`src/common/sound_pkg.sv`:
```
/*
 * shared types and encodings for the sound card slice
 * port numbers are offsets inside the 16-byte sb_cs window
 * mixer and dsp values follow the SB Pro / SB16 register map
 */
package sound_pkg;

	typedef logic signed [15:0] sample_t; // signed pcm sample
	typedef logic [4:0] vol_t;            // 0 mute, 31 full scale

	// io port offsets
	localparam logic [3:0] port_mix_idx    = 4'h4;
	localparam logic [3:0] port_mix_data   = 4'h5;
	localparam logic [3:0] port_dsp_reset  = 4'h6;
	localparam logic [3:0] port_dsp_read   = 4'hA;
	localparam logic [3:0] port_dsp_write  = 4'hC;
	localparam logic [3:0] port_dsp_status = 4'hE;

	// mixer register indices
	localparam logic [7:0] mix_reset    = 8'h00;
	localparam logic [7:0] mix_voice    = 8'h04; // pro style pair
	localparam logic [7:0] mix_stereo   = 8'h0E;
	localparam logic [7:0] mix_master   = 8'h22; // pro style pair
	localparam logic [7:0] mix_fm       = 8'h26; // pro style pair
	localparam logic [7:0] mix_master_l = 8'h30;
	localparam logic [7:0] mix_master_r = 8'h31;
	localparam logic [7:0] mix_voice_l  = 8'h32;
	localparam logic [7:0] mix_voice_r  = 8'h33;
	localparam logic [7:0] mix_fm_l     = 8'h34;
	localparam logic [7:0] mix_fm_r     = 8'h35;
	localparam logic [7:0] mix_irq_sel  = 8'h80;
	localparam logic [7:0] mix_irq_stat = 8'h82;

	// dsp commands and replies
	localparam logic [7:0] dsp_cmd_dac     = 8'h10; // direct dac, one byte follows
	localparam logic [7:0] dsp_cmd_spk_on  = 8'hD1;
	localparam logic [7:0] dsp_cmd_spk_off = 8'hD3;
	localparam logic [7:0] dsp_cmd_irq     = 8'hF2; // force 8-bit irq
	localparam logic [7:0] dsp_ready_byte  = 8'hAA;

	// one mixer data byte, read as two nibbles or as one 5-bit volume
	typedef union packed {
		struct packed {
			logic [3:0] left;
			logic [3:0] right;
		} pro;
		struct packed {
			vol_t       vol;
			logic [2:0] pad; // ignored by the card
		} sb16;
	} mixer_data_u;

endpackage

```
`src/hdl/sound_io.sv`:
```
/*
 * io window decode, read and write are single-cycle strobes, no wait states
 * readdata is registered and valid the cycle after the read strobe,
 * it holds until the next read; unmapped ports return 0xFF
 */
`timescale 1ns/10ps

module sound_io import sound_pkg::*; (
	input  logic       clk,
	input  logic       rst_n,
	input  logic [3:0] address,
	input  logic       read,
	input  logic       write,
	input  logic [7:0] writedata,
	input  logic       sb_cs,
	input  logic [7:0] mix_val,
	input  logic [7:0] dsp_val,
	output logic [7:0] readdata,
	output logic [7:0] wdata,
	output logic       mix_idx_wr,
	output logic       mix_data_wr,
	output logic       mix_data_rd,
	output logic       dsp_reset_wr,
	output logic       dsp_cmd_wr,
	output logic       dsp_read_rd,
	output logic       dsp_status_rd
);

	logic rd; // strobes qualified by chip select
	logic wr;
	logic dsp_rd;

	assign rd = read && sb_cs;
	assign wr = write && sb_cs;
	assign wdata = writedata;

	// write side
	assign mix_idx_wr   = wr && (address == port_mix_idx);
	assign mix_data_wr  = wr && (address == port_mix_data);
	assign dsp_reset_wr = wr && (address == port_dsp_reset);
	assign dsp_cmd_wr   = wr && (address == port_dsp_write);

	// read side
	assign mix_data_rd   = rd && (address == port_mix_data);
	assign dsp_read_rd   = rd && (address == port_dsp_read);
	assign dsp_status_rd = rd && (address == port_dsp_status);
	assign dsp_rd        = dsp_read_rd || dsp_status_rd;

	// capture the addressed source on the strobe, hold until next read
	always_ff @(posedge clk) begin
		if (!rst_n) begin
			readdata <= 8'h00;
		end else if (rd) begin
			if (mix_data_rd)
				readdata <= mix_val;
			else if (dsp_rd)
				readdata <= dsp_val; // dsp picks latch or status itself
			else
				readdata <= 8'hFF; // nothing mapped here
		end
	end

	// host bus never reads and writes in the same cycle
	rw_exclusive: assert property (@(posedge clk) disable iff (!rst_n)
		!(read && write))
		else $error("read and write strobes overlap");

endmodule

```
`src/hdl/dsp_dac.sv`:
```
/*
 * simplified dsp with reset handshake, direct dac (0x10), speaker and forced irq
 * unsigned dac byte becomes the upper byte of a signed mono sample
 * commands written while the dsp is held in reset are dropped
 */
`timescale 1ns/10ps

module dsp_dac import sound_pkg::*; (
	input  logic       clk,
	input  logic       rst_n,
	input  logic       dsp_reset_wr,
	input  logic       dsp_cmd_wr,
	input  logic       dsp_read_rd,
	input  logic       dsp_status_rd,
	input  logic [7:0] wdata,
	output logic [7:0] dsp_val,
	output sample_t    dsp_sample,
	output logic       irq8
);

	localparam logic [1:0] st_idle  = 2'd0;
	localparam logic [1:0] st_reset = 2'd1; // reset bit written high
	localparam logic [1:0] st_dac   = 2'd2; // next write is a sample

	logic [1:0] state;
	logic [7:0] read_latch;
	logic       data_avail;
	logic       speaker;
	logic [7:0] dac_byte;

	always_ff @(posedge clk) begin
		if (!rst_n) begin
			state      <= st_idle;
			read_latch <= 8'h00;
			data_avail <= 1'b0;
			speaker    <= 1'b0;
			dac_byte   <= 8'h80; // silent midscale
			irq8       <= 1'b0;
		end else begin
			if (dsp_reset_wr) begin
				if (wdata[0]) begin
					state      <= st_reset;
					speaker    <= 1'b0;
					dac_byte   <= 8'h80;
					irq8       <= 1'b0;
					data_avail <= 1'b0;
				end else if (state == st_reset) begin
					// reset bit falls and the dsp reports ready
					state      <= st_idle;
					read_latch <= dsp_ready_byte;
					data_avail <= 1'b1;
				end
			end else if (dsp_cmd_wr) begin
				case (state)
					st_dac: begin
						dac_byte <= wdata;
						state    <= st_idle;
					end
					st_idle: begin
						case (wdata)
							dsp_cmd_dac:     state   <= st_dac;
							dsp_cmd_spk_on:  speaker <= 1'b1;
							dsp_cmd_spk_off: speaker <= 1'b0;
							dsp_cmd_irq:     irq8    <= 1'b1;
							default:         ; // unknown command
						endcase
					end
					default: ; // held in reset
				endcase
			end
			if (dsp_read_rd)
				data_avail <= 1'b0;
			if (dsp_status_rd)
				irq8 <= 1'b0; // status read acks the 8-bit irq
		end
	end

	assign dsp_val = dsp_status_rd ? {data_avail, 7'h00} : read_latch;
	assign dsp_sample = speaker ? {~dac_byte[7], dac_byte[6:0], 8'h00} : '0;

	// sound_io decodes a single port per bus cycle
	strobe_onehot: assert property (@(posedge clk) disable iff (!rst_n)
		$onehot0({dsp_reset_wr, dsp_cmd_wr, dsp_read_rd, dsp_status_rd}))
		else $error("more than one dsp strobe active");

endmodule

```
`src/mixer/mixer_regs.sv`:
```
/*
 * mixer index/data register file holding SB Pro nibble pairs and SB16 5-bit volumes
 * SB16 registers 0x30..0x35 ignore writes while SB Pro mode is on
 * index 0x00 restores every register to its reset value
 * irq select defaults to line 5 and index 0x80 moves it to 7 or 10
 */
`timescale 1ns/10ps

module mixer_regs import sound_pkg::*; (
	input  logic       clk,
	input  logic       rst_n,
	input  logic       mix_idx_wr,
	input  logic       mix_data_wr,
	input  logic [7:0] wdata,
	input  logic       irq8,
	output logic [7:0] mix_val,
	output vol_t       vol_l,
	output vol_t       vol_r,
	output vol_t       vol_voice_l,
	output vol_t       vol_voice_r,
	output vol_t       vol_fm_l,
	output vol_t       vol_fm_r,
	output logic       irq_5,
	output logic       irq_7,
	output logic       irq_10
);

	localparam logic [7:0] sbp_enter = 8'hAD; // magic bytes at 0x80
	localparam logic [7:0] sbp_leave = 8'hAE;
	localparam vol_t vol_full = 5'd31;

	logic [7:0]  mix_idx;
	mixer_data_u wd;
	logic        restore;
	logic        sbp; // SB Pro register mode
	logic        stereo;
	logic        irq_7_en;
	logic        irq_10_en;
	logic        irq_5_en;
	logic [7:0]  vol_mask;

	// nibble widened to 5 bits by repeating its top bit
	function automatic vol_t widen(input logic [3:0] nib);
		return {nib, nib[3]};
	endfunction

	assign wd = wdata;
	assign restore = !rst_n || (mix_data_wr && (mix_idx == mix_reset));

	always_ff @(posedge clk) begin
		if (!rst_n)
			mix_idx <= 8'h00;
		else if (mix_idx_wr)
			mix_idx <= wdata;
	end

	always_ff @(posedge clk) begin
		if (restore) begin
			vol_l       <= vol_full;
			vol_r       <= vol_full;
			vol_voice_l <= vol_full;
			vol_voice_r <= vol_full;
			vol_fm_l    <= vol_full;
			vol_fm_r    <= vol_full;
			sbp         <= 1'b0;
			stereo      <= 1'b0;
			irq_7_en    <= 1'b0;
			irq_10_en   <= 1'b0;
		end else if (mix_data_wr) begin
			case (mix_idx)
				mix_voice: begin
					vol_voice_l <= widen(wd.pro.left);
					vol_voice_r <= widen(wd.pro.right);
				end
				mix_master: begin
					vol_l <= widen(wd.pro.left);
					vol_r <= widen(wd.pro.right);
				end
				mix_fm: begin
					vol_fm_l <= widen(wd.pro.left);
					vol_fm_r <= widen(wd.pro.right);
				end
				mix_stereo: stereo <= wdata[1];
				mix_master_l: if (!sbp) vol_l <= wd.sb16.vol;
				mix_master_r: if (!sbp) vol_r <= wd.sb16.vol;
				mix_voice_l:  if (!sbp) vol_voice_l <= wd.sb16.vol;
				mix_voice_r:  if (!sbp) vol_voice_r <= wd.sb16.vol;
				mix_fm_l:     if (!sbp) vol_fm_l <= wd.sb16.vol;
				mix_fm_r:     if (!sbp) vol_fm_r <= wd.sb16.vol;
				mix_irq_sel: begin
					if (wdata == sbp_enter) begin
						sbp <= 1'b1;
					end else if (wdata == sbp_leave) begin
						sbp <= 1'b0;
					end else begin
						irq_7_en  <= (wdata[3:2] == 2'b01);
						irq_10_en <= (wdata[3:2] == 2'b10);
					end
				end
				default: ; // read-only or unmapped index
			endcase
		end
	end

	assign irq_5_en = !irq_7_en && !irq_10_en;
	assign vol_mask = sbp ? 8'hEE : 8'hFF; // pro mode drops the low nibble bit

	// readback of the currently indexed register
	always_comb begin
		case (mix_idx)
			mix_voice:    mix_val = {vol_voice_l[4:1], vol_voice_r[4:1]} & vol_mask;
			mix_master:   mix_val = {vol_l[4:1], vol_r[4:1]} & vol_mask;
			mix_fm:       mix_val = {vol_fm_l[4:1], vol_fm_r[4:1]} & vol_mask;
			mix_stereo:   mix_val = {6'd0, stereo, 1'b0};
			mix_master_l: mix_val = {vol_l, 3'b000};
			mix_master_r: mix_val = {vol_r, 3'b000};
			mix_voice_l:  mix_val = {vol_voice_l, 3'b000};
			mix_voice_r:  mix_val = {vol_voice_r, 3'b000};
			mix_fm_l:     mix_val = {vol_fm_l, 3'b000};
			mix_fm_r:     mix_val = {vol_fm_r, 3'b000};
			mix_irq_sel:  mix_val = {4'h0, irq_10_en, irq_7_en, irq_5_en, 1'b0};
			mix_irq_stat: mix_val = {7'd0, irq8};
			default:      mix_val = 8'h00;
		endcase
	end

	// dsp irq routed to the selected line only
	assign irq_5  = irq8 && irq_5_en;
	assign irq_7  = irq8 && irq_7_en;
	assign irq_10 = irq8 && irq_10_en;

	// a data write goes to the index latched before it
	idx_data_apart: assert property (@(posedge clk) disable iff (!rst_n)
		!(mix_idx_wr && mix_data_wr))
		else $error("mixer index and data written in the same cycle");

endmodule

```
`src/mixer/output_mix.sv`:
```
/*
 * two-stage output pipeline, sample_l/r lag their inputs by two cycles
 * volume steps are 6 dB, taken from the top four volume bits
 * each source is halved before the sum so the result cannot overflow
 */
`timescale 1ns/10ps

module output_mix import sound_pkg::*; (
	input  logic    clk,
	input  logic    rst_n,
	input  sample_t dsp_sample,
	input  sample_t fm_l,
	input  sample_t fm_r,
	input  vol_t    vol_voice_l,
	input  vol_t    vol_voice_r,
	input  vol_t    vol_fm_l,
	input  vol_t    vol_fm_r,
	output sample_t sample_l,
	output sample_t sample_r
);

	sample_t dsp_att_l; // stage 1 results
	sample_t dsp_att_r;
	sample_t fm_att_l;
	sample_t fm_att_r;

	// vol 0 mutes, vol 31 passes unchanged
	function automatic sample_t attenuate(input sample_t smp, input vol_t vol);
		sample_t res;
		if (vol == 5'd0)
			res = '0;
		else
			res = smp >>> (4'd15 - vol[4:1]);
		return res;
	endfunction

	// stage 1, per-source volume
	always_ff @(posedge clk) begin
		if (!rst_n) begin
			dsp_att_l <= '0;
			dsp_att_r <= '0;
			fm_att_l  <= '0;
			fm_att_r  <= '0;
		end else begin
			dsp_att_l <= attenuate(dsp_sample, vol_voice_l); // mono dac on both sides
			dsp_att_r <= attenuate(dsp_sample, vol_voice_r);
			fm_att_l  <= attenuate(fm_l, vol_fm_l);
			fm_att_r  <= attenuate(fm_r, vol_fm_r);
		end
	end

	// stage 2, halve and sum
	always_ff @(posedge clk) begin
		if (!rst_n) begin
			sample_l <= '0;
			sample_r <= '0;
		end else begin
			sample_l <= (dsp_att_l >>> 1) + (fm_att_l >>> 1);
			sample_r <= (dsp_att_r >>> 1) + (fm_att_r >>> 1);
		end
	end

endmodule

```
`src/hdl/sound.sv`:
```
/*
 * sound card slice, host side is a 4-bit io window qualified by sb_cs
 * fm samples come in on fm_l/fm_r, no opl core inside
 * no dma, irq 5/7/10 are level outputs
 */
`timescale 1ns/10ps

module sound import sound_pkg::*; (
	input  logic       clk,
	input  logic       rst_n,
	input  logic [3:0] address,
	input  logic       read,
	input  logic       write,
	input  logic [7:0] writedata,
	input  logic       sb_cs,
	input  sample_t    fm_l,
	input  sample_t    fm_r,
	output logic [7:0] readdata,
	output logic       irq_5,
	output logic       irq_7,
	output logic       irq_10,
	output vol_t       vol_l,
	output vol_t       vol_r,
	output sample_t    sample_l,
	output sample_t    sample_r
);

	logic [7:0] wdata;
	logic       mix_idx_wr;
	logic       mix_data_wr;
	logic       dsp_reset_wr;
	logic       dsp_cmd_wr;
	logic       dsp_read_rd;
	logic       dsp_status_rd;
	logic [7:0] mix_val;
	logic [7:0] dsp_val;
	sample_t    dsp_sample; // mono dac, feeds both channels
	logic       irq8;
	vol_t       vol_voice_l;
	vol_t       vol_voice_r;
	vol_t       vol_fm_l;
	vol_t       vol_fm_r;

	sound_io u_io (
		.clk           (clk),
		.rst_n         (rst_n),
		.address       (address),
		.read          (read),
		.write         (write),
		.writedata     (writedata),
		.sb_cs         (sb_cs),
		.mix_val       (mix_val),
		.dsp_val       (dsp_val),
		.readdata      (readdata),
		.wdata         (wdata),
		.mix_idx_wr    (mix_idx_wr),
		.mix_data_wr   (mix_data_wr),
		.mix_data_rd   (), // mixer readback is combinational, only the read mux needs it
		.dsp_reset_wr  (dsp_reset_wr),
		.dsp_cmd_wr    (dsp_cmd_wr),
		.dsp_read_rd   (dsp_read_rd),
		.dsp_status_rd (dsp_status_rd)
	);

	dsp_dac u_dsp (
		.clk           (clk),
		.rst_n         (rst_n),
		.dsp_reset_wr  (dsp_reset_wr),
		.dsp_cmd_wr    (dsp_cmd_wr),
		.dsp_read_rd   (dsp_read_rd),
		.dsp_status_rd (dsp_status_rd),
		.wdata         (wdata),
		.dsp_val       (dsp_val),
		.dsp_sample    (dsp_sample),
		.irq8          (irq8)
	);

	mixer_regs u_mix_regs (
		.clk         (clk),
		.rst_n       (rst_n),
		.mix_idx_wr  (mix_idx_wr),
		.mix_data_wr (mix_data_wr),
		.wdata       (wdata),
		.irq8        (irq8),
		.mix_val     (mix_val),
		.vol_l       (vol_l),
		.vol_r       (vol_r),
		.vol_voice_l (vol_voice_l),
		.vol_voice_r (vol_voice_r),
		.vol_fm_l    (vol_fm_l),
		.vol_fm_r    (vol_fm_r),
		.irq_5       (irq_5),
		.irq_7       (irq_7),
		.irq_10      (irq_10)
	);

	output_mix u_out (
		.clk         (clk),
		.rst_n       (rst_n),
		.dsp_sample  (dsp_sample),
		.fm_l        (fm_l),
		.fm_r        (fm_r),
		.vol_voice_l (vol_voice_l),
		.vol_voice_r (vol_voice_r),
		.vol_fm_l    (vol_fm_l),
		.vol_fm_r    (vol_fm_r),
		.sample_l    (sample_l),
		.sample_r    (sample_r)
	);

endmodule

```
`config.mk`:
```
export PLATFORM = sky130hd
export DESIGN_NAME = sound
export DESIGN_NICKNAME = d
export VERILOG_FILES = /design/src/common/sound_pkg.sv /design/src/hdl/sound_io.sv /design/src/hdl/dsp_dac.sv /design/src/mixer/mixer_regs.sv /design/src/mixer/output_mix.sv /design/src/hdl/sound.sv
export SDC_FILE = /design/constraint.sdc
export NUM_CORES = 1
export LEC_CHECK = 0
export ABC_AREA = 1
export BUFFER_PORTS_ARGS = -buffer_cell sky130_fd_sc_hd__buf_2
export CORE_ASPECT_RATIO = 0.9
export CORE_MARGIN = 3
export CORE_UTILIZATION = 40
export CTS_CLUSTER_DIAMETER = 80
export DETAILED_ROUTE_END_ITERATION = 8
export PLACE_DENSITY = 0.56
export SYNTH_ARGS = -nofsm -noshare
export SYNTH_HDL_FRONTEND = slang
export SYNTH_SLANG_ARGS = --single-unit
```
`constraint.sdc`:
```
create_clock -name clk -period 2.2 [get_ports clk]
set_input_delay 0.11 -clock clk [delete_from_list [all_inputs] [get_ports clk]]
set_output_delay 0.11 -clock clk [all_outputs]
set_load 0.05 [all_outputs]
```
Yosys cells after proc, flatten, opt, wreduce, memory -nomap -nowiden
Cells that the tools add are included.
Storage, ports and cells
  output and inout port bits: 53
  word-level logic and storage cells: 175
  input bits: 49
  register bits after elaboration: 160
Cells by class
  multiplexer cells: 36
  bitwise gates (word level): 8
  shift-type cells: 4
  $add $sub $neg: 6
  eq/ne operators: 37
  reductions and logical operators: 60
Operators with widths (count)
  one-hot mux 8 bit (12 select lines): 1
  equality test 8 x 6 -> 1 bit (second input constant): 8
  >>> shifter 16 x 4 -> 16 bit: 4
  one-hot mux 5 bit (2 select lines): 6
  equality test 8 bit (second input constant): 7
  2-to-1 mux 8 bit: 7
  adder 15 x 15 -> 16 bit: 2
  AND reduction 3 bit: 9
  AND 8 bit: 3
  nonzero test 2 bit: 12
  zero test 5 bit: 4
  2-to-1 mux 16 bit: 1
  AND reduction 4 bit: 4
  subtractor 4 bit (first input constant): 4
  logical AND 1 bit: 14
  inequality test 2 bit (second input constant): 7
  equality test 4 x 3 -> 1 bit (second input constant): 3
  equality test 4 bit (second input constant): 3
  2-to-1 mux 1 bit: 12
  OR reduction 2 bit: 6
  2-to-1 mux 2 bit: 5
  2-to-1 mux 5 bit: 2
  equality test 8 x 3 -> 1 bit (second input constant): 1
  equality test 8 x 4 -> 1 bit (second input constant): 1
  other kinds (14): 25

Depth between registers and ports, before layout
Gate-level depths: netlist of run 1.
  word-level depth: 5
  mapped depth: 12
  gate-level depth less buffers: 12

Hierarchy
Synthesis of run 1 repeated with hierarchy kept, for this count alone.
Second synthesis, totals
  cells, all modules: 1775
  area total of the unflattened synthesis: 10886.7 um2
Modules (own cells, without submodules)
  output_mix: area an instance 6592.6 um2, seq. area each 1841.8 um2, cells an instance 1096, instances 1
  mixer_regs: area an instance 2756.4 um2, seq. area each 840.8 um2, cells an instance 451, instances 1
  dsp_dac: area an instance 905.9 um2, seq. area each 280.3 um2, cells an instance 138, instances 1
  sound_io: area an instance 631.9 um2, seq. area each 160.2 um2, cells an instance 90, instances 1

Worst setup path before layout of run 1
OpenSTA, ideal clock, no wires.
  path kind: register -> register
  start: register u_out.fm_att_r[1]
  end: register u_out.sample_r[14]
  path buffers: 0
  required time: 2.085 ns
  arrival: 1.695 ns
  cell stages (with the launch flop): 10
  slack: 0.390 ns
  setup time: 0.115 ns
  cell sequence: dfxtp_1 -> ha_1 -> inv_1 -> fa_1 -> o21ai_0 -> a21boi_0 -> inv_1 -> nand3_1 -> a21oi_1 -> nor2_1
Between the ends
  word-level cells in the longest chain between the ends: 1
Ends and longest elaborated chain
  start, declared: RTL line output_mix.sv:25  | sample_t fm_att_r;
  start signal, assigned: RTL line output_mix.sv:48  | fm_att_r <= attenuate(fm_r, vol_fm_r);
  adder 15 x 15 -> 16 bit: RTL line output_mix.sv:59  | sample_r <= (dsp_att_r >>> 1) + (fm_att_r >>> 1);
  end signal, assigned: RTL line output_mix.sv:59
  end, declared: RTL line output_mix.sv:19  | output sample_t sample_r
Every way passes these cells.
A chain may end at the register's enable or synchronous reset.

Worst setup path in the final report of run 1
Same ends and word-level chain as after synthesis.

==> flow_summary.yaml, run 1 <==
grt:
  grt_first_pass_wirelength_um: 43600
  grt_pass1_vias: 8451
  grt.total_usage_pct: 22.2
  grt_max_degree: 26
  grt_overflow: 0
  antenna_found_initial: 0
floorplanning:
  die_h_um: 149
  io_pins: 102
  start_util_pct: 41.3
  design.core.area_um2: 22000
  fp-row-count: 51
  die_w_um: 165
  die_area_um2: 24500
pwr:
  cellPowerDensity_nw_per_um2: 631
  p_switching_mw: 1.73
  p_leak_nw: 5.18
  intPower_mw: 4.92
  power_switching_share_pct: 26.0
  clkPwrFrac_pct: 47.1
  peakVddDrop_v: 0.000430
  p_comb_share_pct: 9.1
  power_mw: 6.66
  sequentialPowerShare_pct: 43.8
setup_path:
  cp-start-kind: "register"
  cp_max_fo: 4
  rr_startpoint: "u_out.fm_att_r[1]$_SDFF_PP0_"
  r2r_slack_ns: 0.30
  cp.required_ns: 2.53
  endpoint_kind: "register"
  cp.arrival_ns: 2.24
  crit_type: "reg -> reg"
  reg2reg_depth: 9
  rr_endpoint: "u_out.sample_r[14]$_SDFF_PN0_"
layout:
  fin_cells: 1813
  final_layout_size_suffix_gt1_share_pct: 12.7
  stdcell_area_um2: 10500
  area_growth_pct: 16.2
  diodes: 0
  final_nets: 1590
  utilization_pct: 48.0
cts:
  cts_max_level: 4
  cts_root_buf: "clkbuf_16"
  clock_sinks: 156
  numCtsBuffers: 17
  clk_path_buf_depth: 2
  cts_resized: 0
  post_cts_buffers: 0
  path_clk_slew_ns: 0.07
  cts_tree: "yes"
  insertion_delay_ns: 0.44
placement:
  port_buffers: 99
  placed_cells: 1778
  preCtsSetupSlack_ns: 0.321
  hpwlAfterDp_um: 20500
  place_area_um2: 9890
  place.gp.congestion: 0.942
logic_synthesis:
  synth_area_leaders: "dfxtp_1 34%, nand2_1 18%, a21oi_1 9.0%"
  synth_top_cells_by_count: "431 x nand2_1, 163 x a21oi_1, 161 x o21ai_0, 156 x dfxtp_1, 114 x inv_1"
  yosysWarnings: 0
  synth_seq_cells: 156
  ys_types: 46
  syn_nets: 1494
  ys_seq_area_share_pct: 34.4
  syn-cell-area_um2: 9070
  synth_flop_cell: "dfxtp_1"
  synth_top_area_share_pct: 34.4
  synth_top_area_cell: "dfxtp_1"
  synth_async_sr_flop_share_pct: 0
  synthCells: 1413
  synth_most_common_cell: "nand2_1"
  avgSynthCellArea_um2: 6.42
  synth_edf_count: 0
timing:
  tightestPinTransition_ns: 0.694
  max_freq_mhz: 525
  rsz0062_at_grt: "false"
  clock_skew_ns: 0.0117
  finalCriticalPeriod_ns: 1.90
  post-route-period-util_pct: 86.6
  slew_headroom_pct: 53.7
  setup-tns-final_ns: 0
  drv_slew: 0
  setup_viol: 0
  fin_ws_ns: 0.295
  hold_viol_final: 0
  fin_hold_ws_ns: 0.0215
drt:
  drt_first_pass_iters: 5
  routed_wl_um: 26800
  drtIter0Drc: 696
  vias: 9210
  final_antenna_net_count: 0
  routedWlPerCell_um: 14.8
  vias_per_cell: 5.08
  drc: 0
min_path:
  hold_path_end: "u_dsp.irq8$_SDFFE_PP0P_"
  worstHoldStart: "address[2]"
  worstHoldPathCells: 4
  hp-class: "in -> reg"
run:
  max-cap-violations: 0
outcome:
  outcome: "finished clean"
[placed cells by master, fill, tap and decap left out, types with 4 or more instances in the layout]
cell        count
buf_4          29
clkinv_1        4
o21ai_0       161
nor2_1         91
inv_1         114
buf_2          99
clkbuf_16      17
nor3_1         18
a21o_1          6
nor2_2          5
inv_2          13
o211ai_1        9
nand4_1        12
a21oi_1       163
nand2_1       431
dfxtp_1       156
nand3_1        85
o21ai_1        10
nand2_2         4
mux2i_1         4
o21a_1          7
ha_1           30
clkinvlp_4      4
[how the worst max path moves through the flow]
stage,start,to
2_1_floorplan,u_out.fm_att_r[1]$_SDFF_PP0_,u_out.sample_r[14]$_SDFF_PN0_
3_3_place_gp,u_out.fm_att_r[1]$_SDFF_PP0_,u_out.sample_r[14]$_SDFF_PN0_
3_5_place_dp,u_out.fm_att_r[1]$_SDFF_PP0_,u_out.sample_r[14]$_SDFF_PN0_
4_1_cts,u_out.fm_att_r[1]$_SDFF_PP0_,u_out.sample_r[14]$_SDFF_PN0_
5_1_grt,u_out.dsp_att_r[1]$_SDFF_PP0_,u_out.sample_r[14]$_SDFF_PN0_
6_report,u_out.fm_att_r[1]$_SDFF_PP0_,u_out.sample_r[14]$_SDFF_PN0_
[cells by family (layout without fill, tap and decap cells)]
group           count (synthesis)  in the layout  share of synthesized area, %
buf+inv                       185            294                          8.26
fa+ha+maj                      32             32                          4.58
flops                         156            156                          34.4
simple gates                  660            660                          30.0
mux                             4              4                         0.441
xor+xnor                        2              2                         0.193
compound gates                374            374                          22.1
[metal layers]
layer | up-vias | GRT usage [%] | share of wire, %
li1 | 4866 | - | -
met2 | 228 | 34.1 | 43
met3 | 29 | 4.19 | 4.9
met4 | 0 | 4.91 | 1.2
met1 | 4087 | 32.5 | 51
met5 | - | 0 | 0
[registers in the layout, indices dropped and copies added, names as in the netlist, 2 cells and up]
name and flops:
u_mix_regs.vol_l 5, u_out.dsp_att_l 15, u_mix_regs.vol_fm_l 5, u_dsp.dac_byte 8, u_out.sample_l 16, u_mix_regs.vol_voice_l 5, u_io.readdata 8, u_mix_regs.vol_r 5
u_out.fm_att_r 15, u_mix_regs.mix_idx 8, u_out.dsp_att_r 15, u_dsp.state 2, u_out.sample_r 16, u_mix_regs.vol_fm_r 5, u_mix_regs.vol_voice_r 5, u_out.fm_att_l 15
[area by class of cell]
cell class,count,area [um^2]
timing repair buffer,131,743
tap,291,364
clock buffer,21,460
clock inverter,11,158
fill,2362,11400
inverter,131,492
sequential,156,3120
multi-input combinational,1072,5200
[power by group through the flow]
| stage | Sequential, mW | Clock (mW) | Combinational, mW |
|---|---|---|---|
| 2_1_floorplan | 3.10 | 0 | 0.279 |
| 3_3_place_gp | 2.98 | 0 | 0.598 |
| 3_5_place_dp | 2.98 | 0 | 0.597 |
| 4_1_cts | 2.92 | 3.19 | 0.605 |
| 5_1_grt | 2.92 | 3.30 | 0.672 |
| 6_report | 2.92 | 3.13 | 0.605 |
[worst max-delay path: stages, from the launching register on]
cell,delay (ns)
dfxtp_1,0.32
ha_1,0.17
inv_1,0.06
fa_1,0.39
o21ai_0,0.25
a21boi_0,0.17
inv_1,0.15
nand3_1,0.10
a21oi_1,0.16
nor2_1,0.06
[timing repair]
action | 4_1_cts | 5_1_grt
endpoints found under the hold margin | 3 | 0
hold buffers | 3 | 0
endpoints found under the setup margin | 0 | 0
(Power assumes the default switching activity.)
==> run 2: changes to the inputs <==
Settings changed: CTS_BUF_LIST set to sky130_fd_sc_hd__clkbuf_16, PLACE_DENSITY 0.56 to unset, SETUP_SLACK_MARGIN set to 0.5.
==> run 2 against run 1 <==
  * Largest power group is now registers
  * Via count grew 2.4%
  * Clock-buffer cell count fell by 4
  * Fmax is 14% higher
  * Global-route usage is 0.76 points lower
  * Wire length rose by 0.71%
  * Final cell count is 1.4% higher
  * Die area unchanged
  * Highest routed layer unchanged
==> flow_summary.yaml, run 2 (synthesis results as in run 1) <==
placement:
  hpwlAfterDp_um: 19900
  preCtsSetupSlack_ns: 0.364
  port_buffers: 99
  place.gp.congestion: 0.944
  place_area_um2: 9890
run:
  max-cap-violations: 0
timing:
  slew_headroom_pct: 54.4
  setup-tns-final_ns: 0
  tightestPinTransition_ns: 0.684
  fin_hold_ws_ns: 0.0226
  fin_ws_ns: 0.530
  rsz0062_at_grt: "true"
  post-route-period-util_pct: 75.9
  clock_skew_ns: 0.00792
  max_freq_mhz: 599
  finalCriticalPeriod_ns: 1.67
  drv_slew: 0
  setup_viol: 0
  hold_viol_final: 0
cts:
  insertion_delay_ns: 0.43
  clock_sinks: 156
  clk_path_buf_depth: 2
  cts_max_level: 4
  cts_tree: "yes"
  numCtsBuffers: 17
  path_clk_slew_ns: 0.06
  cts_root_buf: "clkbuf_16"
setup_path:
  cp_cell_sequence: "ha_2, inv_2, fa_2, o21ai_2, nand2_1, nand2_2, nand2_1, nand2_1, buf_4, a21oi_1"
  cpPeakStageDelay_ns: 0.36
  endpoint_kind: "register"
  crit_type: "reg -> reg"
  cp-start-kind: "register"
  crit_slowest_cell: "fa_2"
  cp.arrival_ns: 1.98
  cp.required_ns: 2.51
  crit_top_cell: "nand2_1"
  cp_max_fo: 5
drt:
  routed_wl_um: 27000
  routedWlPerCell_um: 14.7
  drt-met1-wl_um: 13400
  top_layer_used: "met4"
  wl_met2_um: 11800
  drc: 0
  vias_per_cell: 5.13
  drt_first_pass_iters: 5
  vias: 9434
  drtIter0Drc: 705
  final_antenna_net_count: 0
  wl_met3_um: 1270
layout:
  utilization_pct: 50.5
  area_growth_pct: 22.2
  final_common_cell: "nand2_1"
  n_fill_cell: 2253
  final_nets: 1615
  final_layout_size_suffix_gt1_share_pct: 19.7
  diodes: 0
  top_regs: "u_out.sample_l x16, u_out.sample_r x16"
  mostFrequentLayoutCells: "415 x nand2_1, 146 x dfxtp_1, 145 x o21ai_0, 142 x a21oi_1, 106 x inv_1"
  stdcell_area_um2: 11100
floorplanning:
  design.core.area_um2: 22000
  start_util_pct: 41.3
  die_h_um: 149
  die_area_um2: 24500
  io_pins: 102
  fp-row-count: 51
  die_w_um: 165
grt:
  grt_first_pass_wirelength_um: 42300
  grt_pass1_vias: 8358
  antenna_found_initial: 0
  grt.total_usage_pct: 21.5
  grt_max_degree: 28
  grt_overflow: 0
pwr:
  power_switching_share_pct: 27.1
  p_comb_share_pct: 10.0
  p_leak_nw: 5.28
  intPower_mw: 4.63
  p_switching_mw: 1.72
  clkPwrFrac_pct: 44.0
  peakVddDrop_v: 0.000426
  sequentialPowerShare_pct: 46.0
  cellPowerDensity_nw_per_um2: 573
min_path:
  hp-class: "in -> reg"
outcome:
  outcome: "finished clean"
## run 2: changes by cell type in the layout (fill, tap and decap cells not counted), moves of 7 or more
cell / delta
a21oi_1: -21
a21oi_2: +21
buf_4: +15
dfxtp_1: -10
dfxtp_2: +10
ha_1: -9
inv_1: -8
nand2_1: -16
nand2_2: +12
nor2_1: -7
nor2_4: +8
o21ai_0: -16
o21ai_1: +15
## run 2: final timing paths
| kind | slack (ns) | from | cells after the start | endpoint |
|---|---|---|---|---|
| min | 0.02 | address[2] | 4 | u_dsp.irq8$_SDFFE_PP0P_ |
| max | 0.53 | u_out.fm_att_l[1]$_SDFF_PP0_ | 10 | u_out.sample_l[8]$_SDFF_PN0_ |
| max reg2reg | 0.53 | u_out.fm_att_l[1]$_SDFF_PP0_ | 10 | u_out.sample_l[8]$_SDFF_PN0_ |
| min reg2reg | 0.45 | u_dsp.read_latch[1]$_SDFFE_PN0P_ | 2 | u_dsp.read_latch[1]$_SDFFE_PN0P_ |
## run 2: layout make-up
| type | instances | area (um^2) | area share (%) |
|---|---|---|---|
| clock buffers | 17 | 425 | 3.84 |
| clock inverters | 15 | 124 | 1.12 |
| well taps | 291 | 364 | 3.28 |
| flip-flops and latches | 156 | 3140 | 28.3 |
| inverters | 131 | 503 | 4.54 |
| repair buffers | 150 | 920 | 8.30 |
| multi-input cells | 1076 | 5600 | 50.6 |
| repair inverters | 2 | 10.0 | 0.0903 |
## run 2: metal layers
metal / track usage (%) / vias up
li1: - / 4937
met1: 31.1 / 4233
met2: 32.4 / 233
met3: 4.25 / 31
met4: 6.25 / 0
met5: 0 / -
## run 2: through the flow
stage	std cells	power [mW]
after detailed placement	1776	3.57
final	1838	6.35
after floorplan	1413	3.38
after global placement	1776	3.57
after CTS	1813	6.36
after global routing	1838	6.59
## run 2: critical path, delay by kind of cell (launching register included)
kind / cells / cell delay [ns]
AOI/OAI and AO/OA: 2 / 0.22
adders and majority gates: 2 / 0.53
buffers and inverters: 2 / 0.15
DFF: 1 / 0.32
and+or+nand+nor: 4 / 0.33
## run 2: power groups by stage
stage / sequential [mW] / clock (mW) / combinational [mW]
2_1_floorplan: 3.10 / 0 / 0.279
3_3_place_gp: 2.98 / 0 / 0.594
3_5_place_dp: 2.98 / 0 / 0.594
4_1_cts: 2.92 / 2.84 / 0.604
5_1_grt: 2.92 / 2.97 / 0.697
6_report: 2.92 / 2.80 / 0.633
## run 2: timing repair
item | in CTS | in global routing
gates resized for setup | 19 | 107
setup endpoints to repair | 35 | 84
cloned | 0 | 6
hold endpoints to repair | 2 | 0
hold buffers | 2 | 0
setup buffers | 3 | 19
pin swaps | 3 | 22
==> run 3: changes to the inputs <==
Clock period 2.2 ns to 1.65 ns, I/O delays scaled along.
==> run 3 against run 2 <==
  * The flow now finishes with violations (negative setup slack)
  * Utilization rose by 17 points
  * Largest cell class unchanged
  * Largest power group unchanged
  * Clock-buffer cell count did not move
  * Critical path depth did not move
  * Wire length rose by 17%
==> flow_summary.yaml, run 3 (synthesis results as in run 1) <==
outcome:
  outcome: "finished, violations left"
  violations: "negative setup slack"
min_path:
  hold_path_end: "u_dsp.data_avail$_SDFFE_PP0P_"
  worstHoldPathCells: 3
  worstHoldStart: "address[2]"
  hp-class: "in -> reg"
floorplanning:
  design.core.area_um2: 22000
  io_pins: 102
  start_util_pct: 41.3
  die_h_um: 149
  die_w_um: 165
  die_area_um2: 24500
  fp-row-count: 51
drt:
  final_antenna_net_count: 0
  vias_per_cell: 5.34
  drtIter0Drc: 766
  drt_first_pass_iters: 5
  routed_wl_um: 31600
  drc: 0
  routedWlPerCell_um: 16.0
  vias: 10600
placement:
  place.gp.congestion: 0.949
  port_buffers: 99
  place_area_um2: 10700
  hpwlAfterDp_um: 20600
  preCtsSetupSlack_ns: -0.0493
layout:
  final_common_cell: "nand2_1"
  mostFrequentLayoutCells: "294 x nand2_1, 116 x buf_4, 105 x dfxtp_1, 100 x nand2_2, 85 x buf_2"
  diodes: 0
  utilization_pct: 67.2
  stdcell_area_um2: 14800
  final_nets: 1754
  area_growth_pct: 62.6
  top_regs: "u_out.sample_l x16, u_out.sample_r x16"
  final_layout_size_suffix_gt1_share_pct: 50.3
setup_path:
  cp.arrival_ns: 2.03
  crit_type: "reg -> reg"
  cp.required_ns: 1.98
  critPathTopFamily: "adder cells"
  rr_startpoint: "u_out.dsp_att_l[1]$_SDFF_PP0_"
  crit_slowest_cell: "fa_2"
  cp-start-kind: "register"
  cp_cell_sequence: "ha_4, inv_4, fa_2, o21ai_4, nand2_2, nand2_4, a21o_1, nand2_1, nand2_1, nor2_1"
  crit_top_cell: "nand2_1"
  rr_endpoint: "u_out.sample_l[10]$_SDFF_PN0_"
  cp_max_fo: 4
  critPathBufInv: 1
  cpPeakStageDelay_ns: 0.41
  endpoint_kind: "register"
  r2r_slack_ns: -0.05
  reg2reg_depth: 10
cts:
  clk_path_buf_depth: 2
  path_clk_slew_ns: 0.07
  cts_max_level: 4
  clock_sinks: 156
  cts_root_buf: "clkbuf_16"
  cts_tree: "yes"
  numCtsBuffers: 17
  insertion_delay_ns: 0.43
timing:
  finalCriticalPeriod_ns: 1.70
  fin_hold_ws_ns: 0.0147
  clock_skew_ns: 0.0108
  max_freq_mhz: 588
  drv_slew: 0
  slew_headroom_pct: 66.5
  hold_viol_final: 0
  rsz0062_at_grt: "true"
  setup_viol: 5
  fin_ws_ns: -0.0496
  post-route-period-util_pct: 103
  tightestPinTransition_ns: 0.503
grt:
  busiest_layer: "met2"
  met2_usage_pct: 39.6
  antenna_found_initial: 0
  grt_first_pass_wirelength_um: 47400
  use_met1_pct: 32.3
  grt.total_usage_pct: 24.1
  grt_pass1_vias: 9491
  met3_usage_pct: 3.94
  grt_overflow: 0
  grt_max_degree: 26
pwr:
  p_leak_nw: 6.52
  power_mw: 8.64
  cellPowerDensity_nw_per_um2: 586
  peakVddDrop_v: 0.000574
run:
  max-cap-violations: 0
-- run 3: cell count changes in the layout (fill, tap and decap cells not counted), moves of 56 or more --
cell and delta:
nand2_2 +84, a21oi_2 +58, o21ai_0 -99, buf_6 +56, o21ai_2 +58, a21oi_1 -67, nand2_1 -121, buf_4 +72
-- run 3: where the power goes --
part / switching [mW] / internal [mW]
registers: 0.0496 / 3.84
logic: 0.724 / 0.410
clock network: 1.58 / 2.04
total: 2.35 / 6.29
-- run 3: how the worst max path moves through the flow --
stage | startpoint | end | slack [ns] | cells past startpoint
global placement | u_out.fm_att_l[2]$_SDFF_PP0_ | u_out.sample_l[14]$_SDFF_PN0_ | -0.02 | 8
global route | u_out.dsp_att_l[1]$_SDFF_PP0_ | u_out.sample_l[14]$_SDFF_PN0_ | -0.12 | 9
CTS | u_out.fm_att_l[1]$_SDFF_PP0_ | u_out.sample_l[14]$_SDFF_PN0_ | 0.04 | 9
finish | u_out.dsp_att_l[1]$_SDFF_PP0_ | u_out.sample_l[10]$_SDFF_PN0_ | -0.05 | 10
detailed placement | u_out.fm_att_l[2]$_SDFF_PP0_ | u_out.sample_l[14]$_SDFF_PN0_ | -0.05 | 8
floorplan | u_out.fm_att_r[1]$_SDFF_PP0_ | u_out.sample_r[14]$_SDFF_PN0_ | 0.10 | 9
-- run 3: timing repair --
item	in CTS	in global routing
pin swaps	123	176
gates resized for setup	365	284
hold buffers	3	0
cloned	12	4
setup buffers	81	46
setup endpoints to repair	152	149
hold endpoints to repair	3	0
-- run 3: final cells by class --
| class | instances | area, um^2 |
|---|---|---|
| multi-input cells | 1076 | 7530 |
| fillers | 1849 | 7190 |
| flip-flops and latches | 156 | 3220 |
| repair buffers | 287 | 2460 |
| inverters | 131 | 616 |
| clock buffers | 17 | 425 |
| well taps | 291 | 364 |
| clock inverters | 13 | 108 |
| repair inverters | 4 | 31.3 |
-- run 3: worst register-to-register path, stage by stage, from the launching register on --
cell	delay, ns
dfxtp_2	0.34
ha_4	0.14
inv_4	0.04
fa_2	0.41
o21ai_4	0.22
nand2_2	0.10
nand2_4	0.09
a21o_1	0.14
nand2_1	0.05
nand2_1	0.05
nor2_1	0.04
-- run 3: per-layer routing --
layer	part of all wire, %	routed length, um
met1	44	13900
met2	48	15000
met3	5.5	1750
met4	3.0	961
met5	0	0
-- run 3: through the flow --
step	cells	TNS, ns
global placement	1799	-0.0246
floorplan	1413	0
CTS	1925	0
global route	1975	-1.23
detailed placement	1799	-0.112
finish	1975	-0.175
